<file path="src/verilog/pll_pkg.sv">
`default_nettype none

package pll_pkg;

  // word widths
  localparam int CTRL_W = 16;  // control word, stands in for vctrl
  localparam int ERR_W  = 12;  // signed phase error in clk cycles
  localparam int ACC_W  = 24;  // nco phase accumulator

  typedef logic        [CTRL_W-1:0] ctrl_t;  // unsigned control
  typedef logic signed [ERR_W-1:0]  err_t;   // positive when ref leads
  typedef logic        [ACC_W-1:0]  freq_t;  // nco frequency word

  // config bus
  typedef logic [2:0]  cfg_addr_t;
  typedef logic [15:0] cfg_data_t;

  // register map
  localparam cfg_addr_t ADDR_KP    = 3'd0;  // proportional shift, 4 bits
  localparam cfg_addr_t ADDR_KI    = 3'd1;  // integral shift, 4 bits
  localparam cfg_addr_t ADDR_DIV   = 3'd2;  // feedback divide ratio, 8 bits
  localparam cfg_addr_t ADDR_FOFS  = 3'd3;  // freq offset, upper 16 bits of freq_t
  localparam cfg_addr_t ADDR_VINIT = 3'd4;  // control while loop is off
  localparam cfg_addr_t ADDR_VLO   = 3'd5;  // clamp low
  localparam cfg_addr_t ADDR_VHI   = 3'd6;  // clamp high
  localparam cfg_addr_t ADDR_CTRL  = 3'd7;  // bit 0 loop_en

  // pfd states
  // UP: ref seen, waiting for fdbk
  // DN: fdbk seen, waiting for ref
  typedef enum logic [1:0] {
    IDLE = 2'd0,
    UP   = 2'd1,
    DN   = 2'd2
  } pfd_state_t;

endpackage

`default_nettype wire

</file>
<file path="src/verilog/pll_config_regs.sv">
`timescale 1ns/10ps
`default_nettype none

module pll_config_regs import pll_pkg::*; #(
  parameter ctrl_t      VINIT     = 16'h4000,  // reset of vinit
  parameter ctrl_t      VLO       = 16'h0400,  // reset of vlo
  parameter ctrl_t      VHI       = 16'hf000,  // reset of vhi
  parameter logic [7:0] DIV_RESET = 8'd8       // reset of div_ratio
) (
  input  wire             clk,
  input  wire             arst_n,
  input  wire             cfg_we,
  input  wire cfg_addr_t  cfg_addr,
  input  wire cfg_data_t  cfg_wdata,
  output cfg_data_t       cfg_rdata,
  output logic [3:0]      kp_shift,
  output logic [3:0]      ki_shift,
  output logic [7:0]      div_ratio,
  output freq_t           freq_ofs,
  output ctrl_t           vinit,
  output ctrl_t           vlo,
  output ctrl_t           vhi,
  output logic            loop_en
);

  logic [15:0] fofs_hi;  // only the top 16 bits are programmable

  // fine bits of the offset stay zero
  assign freq_ofs = {fofs_hi, {(ACC_W-16){1'b0}}};

  // write decode, fields narrower than 16 bits drop the upper bits
  always_ff @(posedge clk or negedge arst_n) begin
    if (!arst_n) begin
      kp_shift  <= 4'd0;
      ki_shift  <= 4'd0;
      div_ratio <= DIV_RESET;
      fofs_hi   <= 16'h0000;
      vinit     <= VINIT;
      vlo       <= VLO;
      vhi       <= VHI;
      loop_en   <= 1'b0;  // loop starts open
    end else if (cfg_we) begin
      case (cfg_addr)
        ADDR_KP:    kp_shift  <= cfg_wdata[3:0];
        ADDR_KI:    ki_shift  <= cfg_wdata[3:0];
        ADDR_DIV:   div_ratio <= cfg_wdata[7:0];
        ADDR_FOFS:  fofs_hi   <= cfg_wdata;
        ADDR_VINIT: vinit     <= cfg_wdata;
        ADDR_VLO:   vlo       <= cfg_wdata;
        ADDR_VHI:   vhi       <= cfg_wdata;
        ADDR_CTRL:  loop_en   <= cfg_wdata[0];
        default:    ;
      endcase
    end
  end

  // readback, combinational on address
  always_comb begin
    case (cfg_addr)
      ADDR_KP:    cfg_rdata = {12'h000, kp_shift};
      ADDR_KI:    cfg_rdata = {12'h000, ki_shift};
      ADDR_DIV:   cfg_rdata = {8'h00, div_ratio};
      ADDR_FOFS:  cfg_rdata = fofs_hi;
      ADDR_VINIT: cfg_rdata = vinit;
      ADDR_VLO:   cfg_rdata = vlo;
      ADDR_VHI:   cfg_rdata = vhi;
      ADDR_CTRL:  cfg_rdata = {15'h0000, loop_en};
      default:    cfg_rdata = 16'h0000;
    endcase
  end

endmodule

`default_nettype wire

</file>
<file path="src/verilog/pll_phase_detector.sv">
`timescale 1ns/10ps
`default_nettype none

module pll_phase_detector import pll_pkg::*; (
  input  wire   clk,
  input  wire   arst_n,
  input  wire   ref_in,     // reference strobe, one cycle
  input  wire   fdbk,       // divider strobe, one cycle
  output logic  up,
  output logic  dn,
  output err_t  err,        // signed spacing, + when ref leads
  output logic  err_valid   // one cycle with err
);

  localparam int CNT_W = ERR_W - 1;  // magnitude bits
  localparam logic [CNT_W-1:0] CNT_MAX = {CNT_W{1'b1}};

  pfd_state_t       state;
  logic [CNT_W-1:0] cnt;      // cycles since the first strobe
  logic             hit_up;   // fdbk closes an UP window
  logic             hit_dn;   // ref closes a DN window
  logic             hit_both; // both strobes in the same idle cycle

  assign hit_up   = (state == UP) && fdbk;
  assign hit_dn   = (state == DN) && ref_in;
  assign hit_both = (state == IDLE) && ref_in && fdbk;

  // level outputs are just state decodes
  assign up = (state == UP);
  assign dn = (state == DN);

  // three-state pfd with measuring counter
  always_ff @(posedge clk or negedge arst_n) begin
    if (!arst_n) begin
      state     <= IDLE;
      cnt       <= '0;
      err_valid <= 1'b0;
    end else begin
      err_valid <= 1'b0;  // default, pulse only
      case (state)
        IDLE: begin
          cnt <= CNT_W'(1);  // first cycle in UP/DN counts as 1
          if (hit_both) begin
            err_valid <= 1'b1;  // aligned, zero error
          end else if (ref_in) begin
            state <= UP;
          end else if (fdbk) begin
            state <= DN;
          end
        end
        UP, DN: begin
          if (hit_up || hit_dn) begin
            state     <= IDLE;
            err_valid <= 1'b1;
          end else if (cnt != CNT_MAX) begin
            cnt <= cnt + 1'b1;  // saturate, stay put
          end
        end
        default: state <= IDLE;
      endcase
    end
  end

  // error value, symmetric limits +-(2^(ERR_W-1)-1)
  always_ff @(posedge clk) begin
    if (hit_up) begin
      err <= $signed({1'b0, cnt});
    end else if (hit_dn) begin
      err <= -$signed({1'b0, cnt});  // fdbk led, ref late
    end else if (hit_both) begin
      err <= '0;
    end
  end

endmodule

`default_nettype wire

</file>
<file path="src/verilog/pll_loop_filter.sv">
`timescale 1ns/10ps
`default_nettype none

module pll_loop_filter import pll_pkg::*; (
  input  wire        clk,
  input  wire        arst_n,
  input  wire err_t  err,
  input  wire        err_valid,
  input  wire [3:0]  kp_shift,
  input  wire [3:0]  ki_shift,
  input  wire ctrl_t vinit,
  input  wire ctrl_t vlo,
  input  wire ctrl_t vhi,
  input  wire        loop_en,
  output ctrl_t      vctrl
);

  // room for err shifted by 15 plus a full ctrl word and sign
  localparam int SUM_W = ERR_W + CTRL_W + 2;

  typedef logic signed [SUM_W-1:0] sum_t;

  ctrl_t integ_q;    // integral path, holds the cap voltage
  ctrl_t vctrl_q;    // last filtered control
  sum_t  err_w;      // sign-extended error
  sum_t  integ_sum;  // integrator + ki term, before clamp
  sum_t  prop_sum;   // new integrator + kp term, before clamp
  ctrl_t integ_new;
  ctrl_t vctrl_new;

  // zero-extend unsigned control into the signed sum width
  function automatic sum_t widen(input ctrl_t v);
    return $signed({{(SUM_W-CTRL_W){1'b0}}, v});
  endfunction

  // regulator role, bounds the control word
  function automatic ctrl_t clamp(input sum_t x, input ctrl_t lo, input ctrl_t hi);
    sum_t lo_w;
    sum_t hi_w;
    lo_w = widen(lo);
    hi_w = widen(hi);
    if (x > hi_w) begin
      return hi;
    end else if (x < lo_w) begin
      return lo;
    end
    return x[CTRL_W-1:0];  // in range, fits
  endfunction

  assign err_w = {{(SUM_W-ERR_W){err[ERR_W-1]}}, err};

  // integral path first, proportional rides on the clamped integrator
  assign integ_sum = widen(integ_q) + (err_w <<< ki_shift);
  assign integ_new = clamp(integ_sum, vlo, vhi);
  assign prop_sum  = widen(integ_new) + (err_w <<< kp_shift);
  assign vctrl_new = clamp(prop_sum, vlo, vhi);

  always_ff @(posedge clk or negedge arst_n) begin
    if (!arst_n) begin
      integ_q <= '0;
      vctrl_q <= '0;
    end else if (!loop_en) begin
      integ_q <= vinit;  // open loop, preload
      vctrl_q <= vinit;
    end else if (err_valid) begin
      integ_q <= integ_new;  // one update per pfd event
      vctrl_q <= vctrl_new;
    end
  end

  // open loop shows vinit directly, also true during reset
  assign vctrl = loop_en ? vctrl_q : vinit;

endmodule

`default_nettype wire

</file>
<file path="src/verilog/pll_nco.sv">
`timescale 1ns/10ps
`default_nettype none

module pll_nco import pll_pkg::*; #(
  parameter int unsigned KVCO_SHIFT = 4  // vco gain as a left shift
) (
  input  wire        clk,
  input  wire        arst_n,
  input  wire ctrl_t vctrl,
  input  wire freq_t freq_ofs,
  output logic       outclk   // toggles on every carry, half rate
);

  freq_t          acc_q;      // phase
  freq_t          incr_q;     // registered increment
  freq_t          gain_term;  // vctrl scaled by kvco
  logic [ACC_W:0] acc_sum;    // extra bit is the carry

  // f = fofs + kvco * vctrl, wraps modulo 2^ACC_W
  assign gain_term = freq_t'(vctrl) << KVCO_SHIFT;
  assign acc_sum   = {1'b0, acc_q} + {1'b0, incr_q};

  always_ff @(posedge clk or negedge arst_n) begin
    if (!arst_n) begin
      incr_q <= '0;
      acc_q  <= '0;
      outclk <= 1'b0;
    end else begin
      incr_q <= freq_ofs + gain_term;  // one cycle from vctrl
      acc_q  <= acc_sum[ACC_W-1:0];
      if (acc_sum[ACC_W]) begin
        outclk <= ~outclk;  // overflow, flip the output
      end
    end
  end

endmodule

`default_nettype wire

</file>
<file path="src/verilog/pll_feedback_divider.sv">
`timescale 1ns/10ps
`default_nettype none

module pll_feedback_divider (
  input  wire        clk,
  input  wire        arst_n,
  input  wire        outclk,
  input  wire  [7:0] div_ratio,
  output logic       fdbk       // one-cycle strobe every N-th rise
);

  logic       outclk_d;  // previous outclk
  logic       rise;      // outclk went 0 -> 1
  logic [7:0] edge_cnt;  // rises since the last strobe
  logic [7:0] ratio;     // effective ratio, never 0

  assign ratio = (div_ratio == 8'd0) ? 8'd1 : div_ratio;
  assign rise  = outclk & ~outclk_d;

  always_ff @(posedge clk or negedge arst_n) begin
    if (!arst_n) begin
      outclk_d <= 1'b0;
      edge_cnt <= 8'd0;
      fdbk     <= 1'b0;
    end else begin
      outclk_d <= outclk;
      fdbk     <= 1'b0;
      if (rise) begin
        // >= so a ratio lowered mid-count wraps at once
        if (edge_cnt >= ratio - 8'd1) begin
          edge_cnt <= 8'd0;
          fdbk     <= 1'b1;
        end else begin
          edge_cnt <= edge_cnt + 8'd1;
        end
      end
    end
  end

endmodule

`default_nettype wire

</file>
<file path="src/verilog/pll_top.sv">
`timescale 1ns/10ps
`default_nettype none

module pll_top import pll_pkg::*; #(
  parameter int unsigned KVCO_SHIFT = 4,
  parameter ctrl_t       VINIT      = 16'h4000,
  parameter ctrl_t       VLO        = 16'h0400,
  parameter ctrl_t       VHI        = 16'hf000,
  parameter logic [7:0]  DIV_RESET  = 8'd8
) (
  input  wire            clk,
  input  wire            arst_n,
  input  wire            ref_in,
  input  wire            cfg_we,
  input  wire cfg_addr_t cfg_addr,
  input  wire cfg_data_t cfg_wdata,
  output cfg_data_t      cfg_rdata,
  output logic           outclk,
  output logic           fdbk,
  output logic           up,
  output logic           dn,
  output ctrl_t          vctrl
);

  // register outputs
  logic [3:0] kp_shift;
  logic [3:0] ki_shift;
  logic [7:0] div_ratio;
  freq_t      freq_ofs;
  ctrl_t      vinit;
  ctrl_t      vlo;
  ctrl_t      vhi;
  logic       loop_en;

  // pfd to filter
  err_t       err;
  logic       err_valid;

  pll_config_regs #(.VINIT(VINIT), .VLO(VLO), .VHI(VHI), .DIV_RESET(DIV_RESET)) u_regs (
    .clk(clk), .arst_n(arst_n), .cfg_we(cfg_we), .cfg_addr(cfg_addr),
    .cfg_wdata(cfg_wdata), .cfg_rdata(cfg_rdata), .kp_shift(kp_shift),
    .ki_shift(ki_shift), .div_ratio(div_ratio), .freq_ofs(freq_ofs),
    .vinit(vinit), .vlo(vlo), .vhi(vhi), .loop_en(loop_en)
  );

  pll_phase_detector u_pfd (
    .clk(clk), .arst_n(arst_n), .ref_in(ref_in), .fdbk(fdbk),
    .up(up), .dn(dn), .err(err), .err_valid(err_valid)
  );

  pll_loop_filter u_lpf (
    .clk(clk), .arst_n(arst_n), .err(err), .err_valid(err_valid),
    .kp_shift(kp_shift), .ki_shift(ki_shift), .vinit(vinit),
    .vlo(vlo), .vhi(vhi), .loop_en(loop_en), .vctrl(vctrl)
  );

  pll_nco #(.KVCO_SHIFT(KVCO_SHIFT)) u_nco (
    .clk(clk), .arst_n(arst_n), .vctrl(vctrl), .freq_ofs(freq_ofs), .outclk(outclk)
  );

  pll_feedback_divider u_div (
    .clk(clk), .arst_n(arst_n), .outclk(outclk), .div_ratio(div_ratio), .fdbk(fdbk)
  );

endmodule

`default_nettype wire

</file>
<file path="config.mk">
export PLATFORM = sky130hd
export DESIGN_NAME = pll_top
export DESIGN_NICKNAME = d
export VERILOG_FILES = /design/src/verilog/pll_pkg.sv /design/src/verilog/pll_config_regs.sv /design/src/verilog/pll_phase_detector.sv /design/src/verilog/pll_loop_filter.sv /design/src/verilog/pll_nco.sv /design/src/verilog/pll_feedback_divider.sv /design/src/verilog/pll_top.sv
export SDC_FILE = /design/constraint.sdc
export NUM_CORES = 1
export LEC_CHECK = 0
export ABC_AREA = 1
export BUFFER_PORTS_ARGS = -buffer_cell sky130_fd_sc_hd__buf_4
export CAP_MARGIN = 30
export CORE_MARGIN = 4
export CORE_UTILIZATION = 50
export DETAILED_ROUTE_END_ITERATION = 8
export GPL_TIMING_DRIVEN = 0
export PLACE_DENSITY = 0.72
export SYNTH_ARGS = -nofsm -noshare
export SYNTH_HDL_FRONTEND = slang
export SYNTH_SLANG_ARGS = --single-unit
export TNS_END_PERCENT = 30
</file>
<file path="constraint.sdc">
create_clock -name clk -period 10.28 [get_ports clk]
set_clock_uncertainty 0.15 [all_clocks]
set_input_delay 2.056 -clock clk [delete_from_list [all_inputs] [get_ports clk]]
set_output_delay 2.056 -clock clk [all_outputs]
set_load 0.01 [all_outputs]
</file>
### Word level (Yosys, flattened, before mapping)

Index checks and enable logic that the tools add are counted.

* register bits: 198
* logic and storage cells: 111
* bits of input ports: 23
* output and inout bits: 36

* eq/ne operators: 16
* shift-type cells: 2
* reductions and logical operators: 22
* magnitude comparators: 5
* add/sub/neg operators: 8
* bitwise operators: 3
* mux-type cells: 34

Operator list (count)
* $mux 16: 11
* $pmux 16 s8: 1
* $add 17x30->30: 2
* $gt 30x17->1: 2
* $lt 30x17->1: 2
* $sshl 12x4->30: 2
* $mux 11: 3
* $add 24x24->25: 1
* $add 24x20->24: 1
* $mux 12: 2
* $pmux 11 s2: 1
* $mux 8: 2
* $reduce_and 2->1: 8
* $eq 3x3->1 const B: 4
* $neg 11->12: 1
* $add 11x1->11 const B: 1
* $ne 11x11->1 const B: 1
* $add 8x1->8 const B: 1
* $ge 8x8->1: 1
* $logic_not 8->1: 1
* $mux 1: 8
* $mux 2: 4
* $sub 8x1->8 const B: 1
* $eq 3x2->1 const B: 2
* other kinds (18): 27

### Depth between registers and ports, before layout

Gate-level depths: netlist (run 1).

* depth in word-level cells: 13
* mapped depth: 60

### Hierarchy

From an unflattened synthesis (run 1), not the netlist that was laid out.

* cells, all modules: 2738
* area, all modules: 18268.8 µm²

Modules (own cells, without submodules)
* pll_loop_filter: instances 1, area each 7531.0 µm², cells an instance 1274, sequential area each 800.8 µm²
* pll_nco: instances 1, area each 4285.4 µm², cells an instance 660, sequential area each 1226.2 µm²
* pll_config_regs: instances 1, area each 4012.6 µm², cells an instance 481, sequential area each 2035.7 µm²
* pll_phase_detector: instances 1, area each 1579.0 µm², cells an instance 207, sequential area each 700.7 µm²
* pll_feedback_divider: instances 1, area each 860.8 µm², cells an instance 116, sequential area each 250.2 µm²

### Least setup slack after synthesis (run 1)

Ideal clock, no wire load.

* path kind: register to register
* start point: reg u_regs.ki_shift[3]
* end point: reg u_lpf.vctrl_q[11]
* setup time: 117 ps
* slack: 2549 ps
* cell stages (with the launch flop): 53
* required time: 10013 ps
* period minus slack after synthesis: 7731 ps
* arrival: 7465 ps
* cells stage by stage: dfrtp_1 buf_2 buf_2 buf_1 nor2_1 ha_1 fa_1 nand3_1 nand2_1 a21oi_1 o31ai_1 nand4_1 o211ai_1 xor2_1 ha_1 nand2_1 nor4_1 nand2_1 [17 not listed] inv_2 nand2_1 nand2_2 xor2_1 ha_1 nand4_1 nor3_1 nand2_1 o2111ai_1 a221oi_1 nand4_4 nand3_2 buf_6 nand2_1 nand2_1 nand2_1 nand2_1 nand2_1

* word-level cells in the longest chain between the ends: 13
* elaborated cells between the ends (all ways): 17
* classes of those cells: add/sub: 2; order compare: 4; shift: 1; mux: 10

RTL lines
* from (decl): RTL line pll_config_regs.sv:17 `output logic [3:0] ki_shift,`
* from (signal assigned): RTL line pll_config_regs.sv:45 `ADDR_KI: ki_shift <= cfg_wdata[3:0];`
* $sshl 12x4->30 (*): RTL line pll_loop_filter.sv:53 `assign integ_sum = widen(integ_q) + (err_w <<< ki_shift);`
* $add 17x30->30 (*): RTL line pll_loop_filter.sv:53
* $lt 30x17->1: RTL line pll_loop_filter.sv:44 `end else if (x < lo_w) begin`
* $mux 1: RTL line pll_loop_filter.sv:44
* $mux 1: RTL line pll_loop_filter.sv:42 `if (x > hi_w) begin`
* $mux 16 (*): RTL line pll_loop_filter.sv:47 `return x[CTRL_W-1:0];`
* $add 17x30->30 (*): RTL line pll_loop_filter.sv:55 `assign prop_sum = widen(integ_new) + (err_w <<< kp_shift);`
* $lt 30x17->1: RTL line pll_loop_filter.sv:44
* $mux 1: RTL line pll_loop_filter.sv:44
* $mux 1: RTL line pll_loop_filter.sv:42
* $mux 16 (*): RTL line pll_loop_filter.sv:47
* $mux 16 (*): RTL line pll_loop_filter.sv:65 `end else if (err_valid) begin`
* $mux 16 (*): RTL line pll_loop_filter.sv:62 `end else if (!loop_en) begin`
* to (signal assigned): RTL line pll_loop_filter.sv:64 `vctrl_q <= vinit;`
* to (signal assigned): RTL line pll_loop_filter.sv:67 `vctrl_q <= vctrl_new;`
* to (decl): RTL line pll_loop_filter.sv:24 `ctrl_t vctrl_q;`

Every way passes the cells marked *; elsewhere a longest branch is shown, timed or not. The select of a mux whose other input is x is not followed.
A chain may end at the register's enable or synchronous reset.

### Final worst setup path (run 1)

* start point: reg u_regs.ki_shift[2]
* end point: reg u_lpf.vctrl_q[15]

Same word-level chain as after synthesis.

==> impl_metrics.tcl, run 1 <==
set metrics [dict create \
    slowest_stage "nor4_1" \
    synthTopCellsByArea "dfrtp_1 28%, nand2_1 13%, ha_1 12%" \
    grt_overflow 0 \
    irDropWorstVdd_uv 166 \
    cpMostUsedCell "nand2_1" \
    start_util_pct 50.9 \
    hpwl_mm 39.6 \
    synth-seq-area-share_pct 31.7 \
    relSlewSlack_pct 49.1 \
    p_seq_share_pct 19.1 \
    clkPwrFrac_pct 10.6 \
    viasPerCell 5.82 \
    slowest_delay_ps 440 \
    cts_setup_buffers 0 \
    synth_edf_count 11 \
    cts.htree.levels 4 \
    synth_commonest_cells "528 x nand2_1, 210 x inv_1, 176 x o21ai_0" \
    switching_power_mw 3.30 \
    grt_pass1_wl_mm 76.8 \
    cts_max_path_buffers 2 \
    status "finished clean" \
    drt_first_pass_iters 7 \
    ios 59 \
    leakagePower_nw 8.34 \
    synth_area_per_cell_um2 7.33 \
    fp.coreArea_um2 29800 \
    syn_nets 2235 \
    dieHeight_um 182 \
    ys_types 58 \
    drc 0 \
    yosys.area.top_type "dfrtp_1" \
    path_class "reg2reg" \
    arrival_ps 9910 \
    synthMostInstantiatedCell "nand2_1" \
    synthCells 2068 \
    wl_per_cell_um 19.2 \
    grt_usage_pct 29.3 \
    combPwrFrac_pct 70.3 \
    cp-start-kind "register" \
    die-area_um2 33200 \
    dr_total_vias 14800 \
    antenna_cells 0 \
    routed_wl_mm 48.9 \
    root_buffer "clkbuf_16" \
    clock_latency_ps 450 \
    place.gp.congestion 0.978 \
    p_total_mw 6.24 \
    cts_buffers 17 \
    cap_violations 0 \
    synth_top_area_share_pct 28.2 \
    syn_area_um2 15200 \
    postCtsHoldBufs 0 \
    final_layout_size_suffix_gt1_share_pct 8.53 \
    internal-power_mw 2.94 \
    num_rows 63 \
    finalMaxSlewViolations 0 \
    async_flop_share_pct 93.7 \
    yosys_warnings 0 \
    die_w_um 182 \
    synthFlopType "dfrtp_1" \
    max_freq_mhz 103 \
    crit_path_end_kind "register" \
    hold_violations 0 \
    final.setup.tns_ps 0 \
    drt_iter0_drc 1617 \
    critPathRequiredTime_ps 10460 \
    area_growth_pct 10.5 \
    fin_crit_ps 9730 \
    port_buffers 57 \
    critPathMaxFanout 10 \
    cts_tree "done" \
    cts.sinks 190 \
    ys_seq_elements 190 \
    hp-class "reg2reg" \
    post-route-period-util_pct 94.7 \
    tightest_slew_ps 755 \
    grt_pass1_vias 14200 \
    finalNetCount 2312 \
    ant_nets 0 \
    swShare_pct 52.9 \
    clk_pin_slew_ps 70 \
    grt_max_degree 117 \
    antenna_found_initial 0 \
    setup_viol 0 \
    p_per_area_nw_per_um2 373 \
]
sequential cells by signal (all words and copies together) (netlist names), 2 cells and up:
| name | flops |
|---|---|
| u_regs.vlo | 16 |
| u_pfd.err | 12 |
| u_nco.acc_q | 20 |
| u_nco.incr_q | 20 |
| u_lpf.integ_q | 16 |
| u_regs.vhi | 16 |
| u_pfd.state | 2 |
| u_regs.fofs_hi | 16 |
| u_regs.vinit | 16 |
| u_lpf.vctrl_q | 16 |
| u_div.edge_cnt | 8 |
| u_regs.kp_shift | 4 |
| u_regs.div_ratio | 8 |
| u_pfd.cnt | 11 |
| u_regs.ki_shift | 4 |
critical path, delay by kind of cell, from the launching register on:
| kind | cells | cell delay, ps |
|---|---|---|
| buffers and inverters | 6 | 1290 |
| xor gates and xnor gates | 2 | 510 |
| adders and majority gates | 5 | 1580 |
| and+or+nand+nor | 27 | 3610 |
| DFF | 1 | 410 |
| AOI/OAI and AO/OA | 8 | 2050 |
what timing repair did:
item / in CTS / in global routing
resized for setup: 2 / 15
pin swaps: 0 / 0
endpoints found under the hold margin: 0 / 0
endpoints found under the setup margin: 16 / 16
metrics by stage:
| step | hold WS, ps | area [um^2] | util, % | instances | setup WS, ps |
|---|---|---|---|---|---|
| 2_1_floorplan | 285 | 15200 | - | 2068 | 2550 |
| 3_3_place_gp | 245 | 16100 | 54.0 | 2515 | -176 |
| 3_5_place_dp | 263 | 16100 | 54.1 | 2517 | -279 |
| 4_1_cts | 279 | 16700 | 56.0 | 2548 | 126 |
| 5_1_grt | 299 | 16800 | 56.2 | 2548 | -58.7 |
| 6_report | 277 | 16800 | 56.2 | 2548 | 546 |
worst paths after layout:
kind                       slack (ps)                from           endpoint  cells past startpoint
max                               550  u_regs.ki_shift[2]  u_lpf.vctrl_q[15]                     48
max in group asynchronous        7620              arst_n       u_pfd.cnt[4]                      2
max reg2reg                       550  u_regs.ki_shift[2]  u_lpf.vctrl_q[15]                     48
min in group asynchronous        1390              arst_n    u_nco.acc_q[10]                      1
min reg2reg                       280        u_nco.outclk     u_div.outclk_d                      0
min                               280        u_nco.outclk     u_div.outclk_d                      0
final cells by class:
cell class                 count  area, um^2
fill                        2908       13000
multi-input combinational   1586        9250
sequential                   190        4810
inverter                     228         858
tap                          390         488
timing repair buffer          59         470
clock buffer                  22         464
buffer                        63         300
clock inverter                10         108
cell usage in the layout, fill, tap and decap left out, types with 6 or more instances in the layout:
master	n
a21o_1	8
nand2_1	528
o2111ai_1	14
dfstp_2	7
nand3_1	126
ha_1	140
o22ai_1	6
clkbuf_16	17
nand2_2	13
edfxtp_1	11
nand3_2	8
inv_2	10
o221ai_1	9
dfrtp_1	171
clkbuf_1	38
o21a_1	12
buf_4	59
a31oi_1	7
o21bai_1	8
buf_2	12
a21oi_1	135
o211ai_1	21
nor3_1	33
buf_1	6
a221o_1	8
nand4_1	53
xor2_1	55
clkinv_1	7
o21ai_0	175
nor2_1	124
inv_1	210
nand3b_1	13
mux2i_1	9
xnor2_1	15
routing by layer:
metal  wire, um  up-vias  GRT usage [%]  part of all wire, %
li1           -     7173              -                    -
met1      21100     6953           40.0                   43
met2      22600      605           47.8                   46
met3       3720      105           4.44                  7.6
met4       1560        0           9.55                  3.2
met5          0        -              0                    0
kinds of logic after synthesis:
kind of cell	synth area share (%)
AND/OR/NAND/NOR	27.4
AO/OA/AOI/OAI	16.4
buffers and inverters	7.64
flip-flops	31.7
multiplexers	0.594
XOR/XNOR	4.16
adder cells (fa/ha/maj)	12.1
power by group through the flow:
stage / clock, mW / combinational (mW) / sequential, mW
2_1_floorplan: 0 / 3.13 / 1.13
3_3_place_gp: 0 / 4.08 / 1.20
3_5_place_dp: 0 / 4.20 / 1.20
4_1_cts: 0.667 / 4.23 / 1.19
5_1_grt: 0.700 / 4.91 / 1.22
6_report: 0.664 / 4.39 / 1.19
Power figures use the tool's default switching activity.
==> run 2, diff against run 1 <==
Settings changed: CORE_ASPECT_RATIO set to 1.1.
==> impl_metrics.tcl, run 2 (synthesis gave the netlist of run 1 again) <==
set metrics [dict create \
    status "finished clean" \
    cts.htree.levels 4 \
    final_layout_size_suffix_gt1_share_pct 8.57 \
    grt_overflow 0 \
    port_buffers 57 \
    cap_violations 0 \
    worstHoldEndpoint "u_div.outclk_d" \
    leakagePower_nw 8.34 \
    reg2reg_depth 49 \
    relSlewSlack_pct 54.0 \
    hold_violations 0 \
    dr_total_vias 14800 \
    grt_pass1_vias 14100 \
    die_w_um 174 \
    grt_max_degree 94 \
    holdWs_ps 283 \
    crit_path_end_kind "register" \
    wl_per_cell_um 18.8 \
    ios 59 \
    cp-start-kind "register" \
    area_growth_pct 10.3 \
    setup_viol 0 \
    grt_pass1_wl_mm 75.7 \
    post-route-period-util_pct 93.2 \
    max_freq_mhz 104 \
    cts_setup_buffers 0 \
    drc 0 \
    viasPerCell 5.83 \
    path_class "reg2reg" \
    num_rows 66 \
    p_total_mw 6.19 \
    finalMaxSlewViolations 0 \
    arrival_ps 9830 \
    ant_nets 0 \
    cts_buffers 17 \
    min_from "u_nco.outclk" \
    fin_crit_ps 9580 \
    start_util_pct 51.0 \
    finalNetCount 2312 \
    r2r-end "u_lpf.vctrl_q[15]" \
    die-area_um2 33200 \
    clk_pin_slew_ps 80 \
    place.gp.congestion 0.992 \
    fp.coreArea_um2 29700 \
    hp-class "reg2reg" \
    dieHeight_um 191 \
    final.setup.tns_ps 0 \
    irDropWorstVdd_uv 250 \
    cts_tree "done" \
    cpMostUsedCell "nand2_1" \
    slowest_stage "dfrtp_1" \
    reg.largest.list "u_nco.acc_q: 20 flops, u_nco.incr_q: 20 flops" \
    antenna_cells 0 \
    cts_max_path_buffers 2 \
    critPathMaxFanout 10 \
    p_per_area_nw_per_um2 370 \
    clock_latency_ps 470 \
    layout_commonest_cell "nand2_1" \
    root_buffer "clkbuf_16" \
    r2r_start "u_regs.ki_shift[0]" \
    cts.sinks 190 \
    cts-resized-gates 0 \
    critPathRequiredTime_ps 10530 \
    drt_iter0_drc 1430 \
    worst-r2r-setup-slack_ps 700 \
    drt_first_pass_iters 5 \
    routed_wl_mm 47.7 \
    hold_depth 0 \
    antenna_found_initial 1 \
    postCtsHoldBufs 0 \
    slowest_delay_ps 380 \
    hpwl_mm 38.8 \
    tightest_slew_ps 683 \
    grt_usage_pct 28.7 \
    final_cell_mix "528 x nand2_1, 209 x inv_1, 174 x o21ai_0" \
]
-- run 2: cell types whose count changed in the layout (fill, tap and decap cells not counted), moves of 2 or more --
cell	previous run	this run
clkbuf_1	38	36
inv_8	0	4
a31oi_1	7	9
a31oi_2	2	0
clkinvlp_4	2	0
o21ai_1	0	2
inv_6	1	3
-- run 2: critical path: cells and delay by family (launching register included) --
family / cells / cell delay, ps
AO/OA/AOI/OAI: 14 / 2800
flip-flops: 1 / 380
adder cells (fa/ha/maj): 4 / 1340
AND/OR/NAND/NOR: 23 / 3110
XOR/XNOR: 2 / 590
buffers and inverters: 6 / 1150
-- run 2: final cells by class --
cell class / count / area, um^2
Inverter: 228 / 858
Fill cell: 2800 / 13000
Timing Repair Buffer: 59 / 468
Clock inverter: 13 / 139
Buffer: 63 / 300
Clock buffer: 19 / 443
Sequential cell: 190 / 4810
Tap cell: 374 / 468
Multi-Input combinational cell: 1586 / 9240
-- run 2: metal layers --
layer | part of all wire, % | vias up | track usage, % | wire [um]
met4 | 3.1 | 0 | 9.05 | 1490
li1 | - | 7173 | - | -
met1 | 43 | 6942 | 38.0 | 20500
met2 | 47 | 538 | 48.3 | 22300
met5 | 0 | - | 0 | 0
met3 | 7.1 | 104 | 4.92 | 3390
-- run 2: power by group --
group          total, mW  internal [mW]  leakage, nW  switching (mW)
clock network      0.678          0.331        0.286           0.347
logic               4.32           1.57         5.72            2.75
registers           1.19           1.01         2.33           0.177
-- run 2: worst max-delay path by stage --
stage	start	end	slack (ps)
3_5_place_dp	u_regs.ki_shift[3]	u_lpf.vctrl_q[15]	150
3_3_place_gp	u_regs.ki_shift[3]	u_lpf.vctrl_q[15]	170
6_report	u_regs.ki_shift[0]	u_lpf.vctrl_q[15]	700
5_1_grt	u_regs.ki_shift[0]	u_lpf.vctrl_q[15]	-10
4_1_cts	u_regs.ki_shift[3]	u_lpf.vctrl_q[15]	120
2_1_floorplan	u_regs.ki_shift[3]	u_lpf.vctrl_q[11]	2550
-- run 2: stage by stage --
| step | setup WS [ps] | util, % | area, um^2 | instances |
|---|---|---|---|---|
| after global routing | -14.7 | 56.3 | 16700 | 2532 |
| after global placement | 167 | 54.0 | 16100 | 2499 |
| after detailed placement | 150 | 54.2 | 16100 | 2501 |
| final | 699 | 56.3 | 16700 | 2532 |
| after floorplan | 2550 | - | 15200 | 2068 |
| after CTS | 115 | 56.1 | 16700 | 2533 |
